**config.mk**
```make
export PLATFORM = sky130hd
export DESIGN_NAME = approx_div_top
export DESIGN_NICKNAME = d
export VERILOG_FILES = /design/src/logic/div_pkg.sv /design/src/logic/div_array.sv /design/src/logic/operand_capture.sv /design/src/logic/div_ctrl.sv /design/src/logic/result_hold.sv /design/src/logic/approx_div_top.sv
export SDC_FILE = /design/constraint.sdc
export NUM_CORES = 1
export LEC_CHECK = 0
export BUFFER_PORTS_ARGS = -buffer_cell sky130_fd_sc_hd__buf_2
export CAP_MARGIN = 20
export CORE_MARGIN = 8
export CORE_UTILIZATION = 54
export CTS_BUF_LIST = sky130_fd_sc_hd__clkbuf_4 sky130_fd_sc_hd__clkbuf_8
export DETAILED_ROUTE_END_ITERATION = 8
export GPL_TIMING_DRIVEN = 1
export PLACE_DENSITY = 0.79
export SLEW_MARGIN = 30
export SYNTH_ARGS = -nofsm -noshare
export SYNTH_HDL_FRONTEND = slang
export SYNTH_HIERARCHICAL = 1
export SYNTH_SLANG_ARGS = --single-unit
export TNS_END_PERCENT = 100
```
**constraint.sdc**
```tcl
create_clock -name clk -period 8.5 [get_ports clk]
set_input_delay 0.425 -clock clk [delete_from_list [all_inputs] [get_ports clk]]
set_output_delay 0.425 -clock clk [all_outputs]
set_load 0.005 [all_outputs]
```
**src/logic/div_pkg.sv**
```systemverilog
package div_pkg;

  // ========================================
  // Datapath widths
  // ========================================

  // Dividend width. The top byte must stay below the divisor for the quotient to fit.
  localparam int N_W = 16;

  // Divisor, quotient and remainder width. This is also the row and column count of the array.
  localparam int D_W = 8;

  // Rows with an index below this use approximate cells.
  // Rows 0 to 5 produce the low quotient bits, so errors stay small there.
  localparam int APPROX_ROWS = 6;

  // ========================================
  // Control
  // ========================================

  typedef enum logic [1:0] {
    S_IDLE, // Waiting for start.
    S_EVAL, // Array settles, and the result is captured at the end of this state.
    S_DONE  // Result valid, done pulse.
  } div_state_e;

endpackage

```
**src/logic/div_array.sv**
```systemverilog
`timescale 1ns/1ps

module div_array
  import div_pkg::*;
(
  input  logic [N_W-1:0] n_reg,
  input  logic [D_W-1:0] d_reg,
  output logic [D_W-1:0] q_arr,
  output logic [D_W-1:0] r_arr
);

  // ========================================
  // Cell rules, result packed as {bout, diff}
  // ========================================

  function automatic logic [1:0] exact_cell(input logic x, input logic y, input logic bin);
    logic diff;
    logic bout;
    diff = x ^ y ^ bin;
    bout = (~x & y) | (~(x ^ y) & bin);
    return {bout, diff};
  endfunction

  // Borrow ignores y and bin entirely.
  function automatic logic [1:0] approx_cell(input logic x, input logic y, input logic bin);
    logic diff;
    logic bout;
    diff = x & ~(y & bin);
    bout = ~x;
    return {bout, diff};
  endfunction

  // ========================================
  // Array rows
  // ========================================

  wire [D_W-1:0] x_row    [D_W]; // Minuend bits entering each row.
  wire [D_W-1:0] diff_row [D_W];
  wire [D_W-1:0] bout_row [D_W]; // Borrow chain, LSB cell first.
  wire [D_W-1:0] rem_row  [D_W]; // Partial remainder leaving each row.
  wire [D_W-1:0] top_bit;        // Dividend bit above each row's window.

  genvar i, j;

  generate
    for (i = 0; i < D_W; i++) begin : g_row
      // Row 7 sees the raw dividend, every lower row shifts in one new dividend bit.
      if (i == D_W - 1) begin : g_first
        assign x_row[i]   = n_reg[N_W-2:D_W-1];
        assign top_bit[i] = n_reg[N_W-1];
      end else begin : g_inner
        assign x_row[i]   = {rem_row[i+1][D_W-2:0], n_reg[i]};
        assign top_bit[i] = rem_row[i+1][D_W-1];
      end

      for (j = 0; j < D_W; j++) begin : g_cell
        wire bin;

        if (j == 0) begin : g_lsb
          assign bin = 1'b0;
        end else begin : g_chain
          assign bin = bout_row[i][j-1];
        end

        if (i < APPROX_ROWS) begin : g_approx
          assign {bout_row[i][j], diff_row[i][j]} = approx_cell(x_row[i][j], d_reg[j], bin);
        end else begin : g_exact
          assign {bout_row[i][j], diff_row[i][j]} = exact_cell(x_row[i][j], d_reg[j], bin);
        end
      end

      // No borrow out means the divisor fit, and a set bit above the window always fits.
      assign q_arr[i] = top_bit[i] | ~bout_row[i][D_W-1];

      // Restore when the divisor did not fit.
      assign rem_row[i] = q_arr[i] ? diff_row[i] : x_row[i];
    end
  endgenerate

  assign r_arr = rem_row[0]; // Bottom row holds the final remainder.

endmodule

```
**src/logic/operand_capture.sv**
```systemverilog
`timescale 1ns/1ps

module operand_capture
  import div_pkg::*;
(
  input  logic           clk,
  input  logic           rst_n,
  input  logic           load,
  input  logic [N_W-1:0] n,
  input  logic [D_W-1:0] d,
  output logic [N_W-1:0] n_reg,
  output logic [D_W-1:0] d_reg,
  output logic           ovf_reg
);

  logic ovf_next;

  // ========================================
  // Overflow decision
  // ========================================

  // The quotient fits in D_W bits only when the high dividend byte is below the divisor.
  // A zero divisor fails that test too.
  always_comb begin
    ovf_next = (d == '0) || (n[N_W-1:D_W] >= d);
  end

  // ========================================
  // Operand registers
  // ========================================

  always_ff @(posedge clk or negedge rst_n) begin
    if (!rst_n) begin
      n_reg   <= '0;
      d_reg   <= '0;
      ovf_reg <= 1'b0;
    end else if (load) begin
      n_reg   <= n;
      d_reg   <= d;
      ovf_reg <= ovf_next; // Travels with the operands to the result stage.
    end
  end

endmodule

```
**src/logic/div_ctrl.sv**
```systemverilog
`timescale 1ns/1ps

module div_ctrl
  import div_pkg::*;
(
  input  logic clk,
  input  logic rst_n,
  input  logic start,
  output logic load,
  output logic hold,
  output logic busy,
  output logic done
);

  div_state_e state;
  div_state_e state_next;

  // ========================================
  // State register
  // ========================================

  always_ff @(posedge clk or negedge rst_n) begin
    if (!rst_n) begin
      state <= S_IDLE;
    end else begin
      state <= state_next;
    end
  end

  // One evaluation cycle is enough for the array, so the sequence never waits.
  always_comb begin
    state_next = state;
    case (state)
      S_IDLE: begin
        if (start) begin
          state_next = S_EVAL;
        end
      end
      S_EVAL:  state_next = S_DONE;
      S_DONE:  state_next = S_IDLE;
      default: state_next = S_IDLE;
    endcase
  end

  // ========================================
  // Output decode
  // ========================================

  always_comb begin
    load = (state == S_IDLE) && start; // Starts seen while busy are dropped.
    hold = (state == S_EVAL);
    busy = (state != S_IDLE);
    done = (state == S_DONE);
  end

  // Each accepted division gives exactly one done pulse.
  assert property (@(posedge clk) disable iff (!rst_n)
    done |=> !done)
    else $error("done held high for two cycles");

  // A new operand capture would corrupt a division in flight.
  assert property (@(posedge clk) disable iff (!rst_n)
    !(load && busy))
    else $error("load fired while busy");

endmodule

```
**src/logic/result_hold.sv**
```systemverilog
`timescale 1ns/1ps

module result_hold
  import div_pkg::*;
(
  input  logic           clk,
  input  logic           rst_n,
  input  logic           hold,
  input  logic [D_W-1:0] q_arr,
  input  logic [D_W-1:0] r_arr,
  input  logic           ovf_reg,
  output logic [D_W-1:0] q,
  output logic [D_W-1:0] r,
  output logic           ovf
);

  // ========================================
  // Result registers
  // ========================================

  // Captured once per division, at the end of the evaluation cycle.
  // Overflow results are delivered as the array computed them.
  always_ff @(posedge clk or negedge rst_n) begin
    if (!rst_n) begin
      q   <= '0;
      r   <= '0;
      ovf <= 1'b0;
    end else if (hold) begin
      q   <= q_arr;
      r   <= r_arr;
      ovf <= ovf_reg;
    end
  end

  // Outputs only move on a capture, so they stay steady through idle gaps.
  assert property (@(posedge clk) disable iff (!rst_n)
    !hold |=> $stable({q, r, ovf}))
    else $error("result outputs changed without a capture");

endmodule

```
**src/logic/approx_div_top.sv**
```systemverilog
`timescale 1ns/1ps

module approx_div_top
  import div_pkg::*;
(
  input  logic           clk,
  input  logic           rst_n,
  input  logic           start,
  input  logic [N_W-1:0] n,
  input  logic [D_W-1:0] d,
  output logic [D_W-1:0] q,
  output logic [D_W-1:0] r,
  output logic           ovf,
  output logic           busy,
  output logic           done
);

  logic           load;
  logic           hold;
  logic [N_W-1:0] n_reg;
  logic [D_W-1:0] d_reg;
  logic           ovf_reg;
  logic [D_W-1:0] q_arr;
  logic [D_W-1:0] r_arr;

  // ========================================
  // Control and datapath
  // ========================================

  div_ctrl ctrl_i (
    .clk   (clk),
    .rst_n (rst_n),
    .start (start),
    .load  (load),
    .hold  (hold),
    .busy  (busy),
    .done  (done)
  );

  operand_capture capture_i (
    .clk     (clk),
    .rst_n   (rst_n),
    .load    (load),
    .n       (n),
    .d       (d),
    .n_reg   (n_reg),
    .d_reg   (d_reg),
    .ovf_reg (ovf_reg)
  );

  div_array array_i (
    .n_reg (n_reg),
    .d_reg (d_reg),
    .q_arr (q_arr),
    .r_arr (r_arr)
  );

  result_hold hold_i (
    .clk     (clk),
    .rst_n   (rst_n),
    .hold    (hold),
    .q_arr   (q_arr),
    .r_arr   (r_arr),
    .ovf_reg (ovf_reg),
    .q       (q),
    .r       (r),
    .ovf     (ovf)
  );

endmodule

```
Word level (Yosys, flattened, before mapping)
Index checks and enable logic that the tools add are counted.
{ "op_classes": {"n_eq_ne": 3, "n_lt_le_gt_ge": 1, "shift": 0, "mux": 10, "reduce_logical": 5, "n_mul": 0, "bitwise": 282, "div": 0, "addsub": 0} }
{ "op_table": {"columns": ["operator", "count"], "rows": [
  ["1-bit NOT", 116],
  ["1-bit AND", 114],
  ["8-bit 2-to-1 mux", 8],
  ["1-bit bitwise XOR", 30],
  ["1-bit OR", 22],
  ["8-bit >= comparator", 1],
  ["8-bit zero test", 1],
  ["2-bit case mux with 2 select lines", 1],
  ["2-bit by 1-bit equality test with 1-bit output, second input constant", 1],
  ["2-bit equality test, second input constant", 1],
  ["2-bit zero test", 1],
  ["2-bit 2-to-1 mux", 1],
  ["2-bit != test, second input constant", 1],
  ["2-bit nonzero test", 1],
  ["1-bit logical AND", 1],
  ["1-bit logical OR", 1]
]} }
{ "totals": {"inputBits": 27, "register_bits": 44, "latchBits": 0, "romBits": 0, "ramBits": 0, "n_memories": 0} }

Longest topological paths before layout
{ "depth": {"depth_word": 68, "ltp_mapped": 35} }

Hierarchy
Netlist, hierarchy kept.
{ "by_module_without_submodules": {"columns": ["module", "cells_per_inst", "instances", "area_each_um2"], "rows": [
  ["div_array", 142, 1, 1203.7],
  ["operand_capture", 83, 1, 1153.6],
  ["result_hold", 36, 1, 685.7],
  ["div_ctrl", 8, 1, 90.1]
]} }

Least setup slack after synthesis
OpenSTA, ideal clock, no wires.
{ "synth_timing": {"path_kind": "reg-to-reg", "start": "reg capture_i.n_reg[7]", "end": "reg hold_i.r[3]", "t_arrival_ps": 8950, "stages_incl_launch_ff": 32, "synth_period_minus_slack_ps": 9075, "n_path_buf": 1, "setup_slack_ps": -575, "cell_sequence": "dfrtp_1 -> inv_1 -> ha_1 -> inv_1 -> fa_1 -> fa_1 -> fa_1 -> fa_1 -> fa_1 -> fa_1 -> fa_1 -> nor2_2 -> mux2i_1 -> inv_1 -> fa_1 -> fa_1 -> fa_1 -> fa_1 -> fa_1 -> inv_1 -> fa_1 -> or3b_2 -> a31oi_1 -> a31oi_1 -> a32o_1 -> buf_6 -> a41o_1 -> a311o_2 -> o32a_1 -> a41oi_4 -> a31oi_1 -> mux2_4"} }
{ "synth_via": {"elab_chain_cells": 62, "word_cells_on_any_way": 187, "classes_between": "mux (8); bitwise (179)"} }
{ "synth_rtl": {"columns": ["element", "line_no", "rtl"], "rows": [
  ["start, declared", "operand_capture.sv:11", "output logic [N_W-1:0] n_reg,"],
  ["start signal, assigned", "operand_capture.sv:38", "n_reg <= n;"],
  ["1-bit NOT", "div_array.sv:20", "bout = (~x & y) | (~(x ^ y) & bin);"],
  ["1-bit AND (2 in a row)", "div_array.sv:20", null],
  ["1-bit OR", "div_array.sv:20", null],
  ["1-bit AND", "div_array.sv:20", null],
  ["1-bit OR", "div_array.sv:20", null],
  ["1-bit AND", "div_array.sv:20", null],
  ["1-bit OR", "div_array.sv:20", null],
  ["1-bit AND", "div_array.sv:20", null],
  ["[... 35 more ...]", null, null],
  ["named net q_arr[4]", "approx_div_top.sv:23", "logic [D_W-1:0] q_arr;"],
  ["[... 12 more ...]", null, null],
  ["1-bit AND", "div_array.sv:28", "diff = x & ~(y & bin);"],
  ["1-bit NOT", "div_array.sv:28", null],
  ["1-bit AND", "div_array.sv:28", null],
  ["8-bit 2-to-1 mux (*)", "div_array.sv:76", "assign rem_row[i] = q_arr[i] ? diff_row[i] : x_row[i];"],
  ["1-bit OR (*)", "div_array.sv:73", "assign q_arr[i] = top_bit[i] | ~bout_row[i][D_W-1];"],
  ["named net q_arr[0]", "approx_div_top.sv:23", null],
  ["8-bit 2-to-1 mux (*)", "div_array.sv:76", null],
  ["named net r_arr[3]", "approx_div_top.sv:24", "logic [D_W-1:0] r_arr;"],
  ["end signal, assigned", "result_hold.sv:30", "r <= r_arr;"],
  ["end, declared", "result_hold.sv:13", "output logic [D_W-1:0] r,"]
]} }
The timed path passes the listed nets; every way through them passes the cells marked *.
A chain may end at the register's enable or synchronous reset.

Worst setup path after layout
{ "layout_timing": {"start": "reg capture_i.n_reg[7]", "end": "reg hold_i.r[5]"} }
Same word-level chain as after synthesis.

==> results_dict.tcl <==
set metrics [dict create \
    critPathRequiredTime_ps 8690 \
    n_antenna_cell 0 \
    slowest_stage "a311o_2" \
    clock_skew_ps 8.85 \
    largest_reg_flops 16 \
    die_h_um 92.2 \
    r2r-start "capture_i/n_reg[7]$_DFFE_PN0P_" \
    cp_top_family "adder cells" \
    ant_nets 0 \
    clkTransAtPathRegs_ps 90 \
    hold_ws_ps 113 \
    grt_pass1_vias 2718 \
    vias 2543 \
    fmax_ghz 0.113 \
    finalHoldViolCount 0 \
    grt_max_degree 45 \
    slew_viol_final 0 \
    synth_area_per_cell_um2 11.6 \
    crit_path_end_kind "flop" \
    viasPerCell 6.01 \
    die-area_um2 8500 \
    r2r_setup_slack_ps -360 \
    routed_wirelength_mm 8.11 \
    cts_buffer_depth 2 \
    critical_path.max_fanout 8 \
    cts_tree "yes" \
    nNetsFinal 402 \
    hpwl_mm 6.05 \
    synth_ff_type "dfrtp_1" \
    hp-class "in -> async" \
    status "finished, violations left" \
    setup.worst_path.start "capture_i/n_reg[7]$_DFFE_PN0P_" \
    ys.warnings.count 6 \
    io_pins 46 \
    wl_per_cell_um 19.2 \
    cp.arrival_ps 9050 \
    synthesis.nets 320 \
    start_util_pct 56.5 \
    synth_area_um2 3130 \
    cp_slowest_stage_delay_ps 430 \
    coreArea_um2 5540 \
    synth-edff-count 0 \
    cts_sinks 44 \
    grt_pass1_wl_mm 13.3 \
    drc_errors 0 \
    clockRootBuffer "clkbuf_8" \
    cp_num_buf_inv 3 \
    setup_ws_ps -356 \
    tightest_slew_ps 634 \
    rsz0062_at_grt "yes" \
    antenna_found_initial 0 \
    critPathMostFrequentCell "fa_2" \
    crit_path_start_kind "flop" \
    drtPass1Iterations 5 \
    syn_inst 269 \
    grt_overflow 0 \
    ys_seq_area_share_pct 35.1 \
    setup_viol 8 \
    fin_crit_sh_pct 104 \
    io_buffers 45 \
    cts_made_buffers 5 \
    violations "setup timing" \
    synth_seq_cells 44 \
    maxCapViolCount 0 \
    globalplace.congestion 0.854 \
    synth.distinct_cells 62 \
    htreeDepth 2 \
    ys_async_sr_fraction_pct 100 \
    row_count 27 \
    relSlewSlack_pct 57.6 \
    clk_latency_ps 300 \
    drive_gt1_share_pct 52.1 \
    die_x_um 92.2 \
    hold_buffers 0 \
    first_iter_violations 175 \
    grt.total_usage_pct 19.3 \
    critical_path_class "reg -> reg" \
    synthToLayoutAreaGrowth_pct 25.5 \
    period_needed_ps 8860 \
]
area by class of cell:
cell class / instances / area (um^2)
clock inverters: 2 / 60.1
clock buffers: 5 / 68.8
repair buffers: 85 / 532
flip-flops and latches: 44 / 1100
multi-input cells: 182 / 1950
inverters: 33 / 125
well taps: 72 / 90.1
fillers: 436 / 1610
through the flow:
| step | cell area, um^2 | instances | TNS [ps] | utilization (%) | setup WS (ps) |
|---|---|---|---|---|---|
| detailed placement | 3670 | 412 | -2490 | 66.3 | -343 |
| CTS | 3820 | 420 | -1690 | 69.0 | -233 |
| finish | 3930 | 423 | -2490 | 71.0 | -356 |
| global route | 3930 | 423 | -4560 | 71.0 | -582 |
| global placement | 3670 | 412 | -1080 | 66.2 | -173 |
| floorplan | 3180 | 269 | 0 | - | 24.8 |
synth_stat cells (5+ instances only):
cell,count,area share [%]
a21oi_1,8,1.3
a31o_1,8,2.2
a31oi_1,13,2.6
buf_6,6,2.2
dfrtp_1,44,35
fa_1,14,8.9
ha_1,10,4.0
inv_1,31,3.7
mux2_2,35,13
mux2_4,10,4.8
mux2i_1,5,1.6
nor2_1,11,1.3
nor2b_1,5,1.0
cells by family (layout without fill, tap and decap cells):
logic type	count (synthesis)	count (layout)	synth area share (%)
fa+ha+maj	24	24	12.9
buf+inv	43	125	7.35
flops	44	44	35.1
simple gates	43	43	8.67
compound gates	65	65	16.9
mux	50	50	19.0
worst paths after layout:
check                                                       to  depth (start not counted)
worst max-delay path                   hold_i/r[5]$_DFFE_PN0P_                         30
worst min-delay path                    hold_i/ovf$_DFFE_PN0P_                          1
worst max register to register         hold_i/r[5]$_DFFE_PN0P_                         30
worst min register to register         hold_i/r[0]$_DFFE_PN0P_                          1
max in group asynchronous              hold_i/r[3]$_DFFE_PN0P_                          1
min in group clk                capture_i/n_reg[0]$_DFFE_PN0P_                          2
metal layers:
layer	vias to the layer above	track usage (%)	part of all wire (%)
met1	1258	23.8	43
met3	23	3.26	5.1
met4	0	7.92	2.6
li1	1161	-	-
met2	101	32.6	50
met5	-	0	0
layout by cell type (no fill, tap or decap), types with 10 or more instances in the layout:
| cell type | count |
|---|---|
| ha_1 | 10 |
| a31oi_1 | 11 |
| fa_2 | 13 |
| buf_4 | 40 |
| dfrtp_1 | 44 |
| mux2_4 | 11 |
| inv_1 | 29 |
| buf_2 | 44 |
| mux2_2 | 34 |
| nor2_1 | 11 |
repair_timing:
item                       4_1_cts  5_1_grt
setup endpoints to repair        8        9
pin swaps                        6        8
setup buffers                    1        3
gates resized for setup          5       14
hold endpoints to repair         0        0
Power is not shown: default switching activity piles up to over one toggle a cycle in this logic, so the estimate is an artifact.
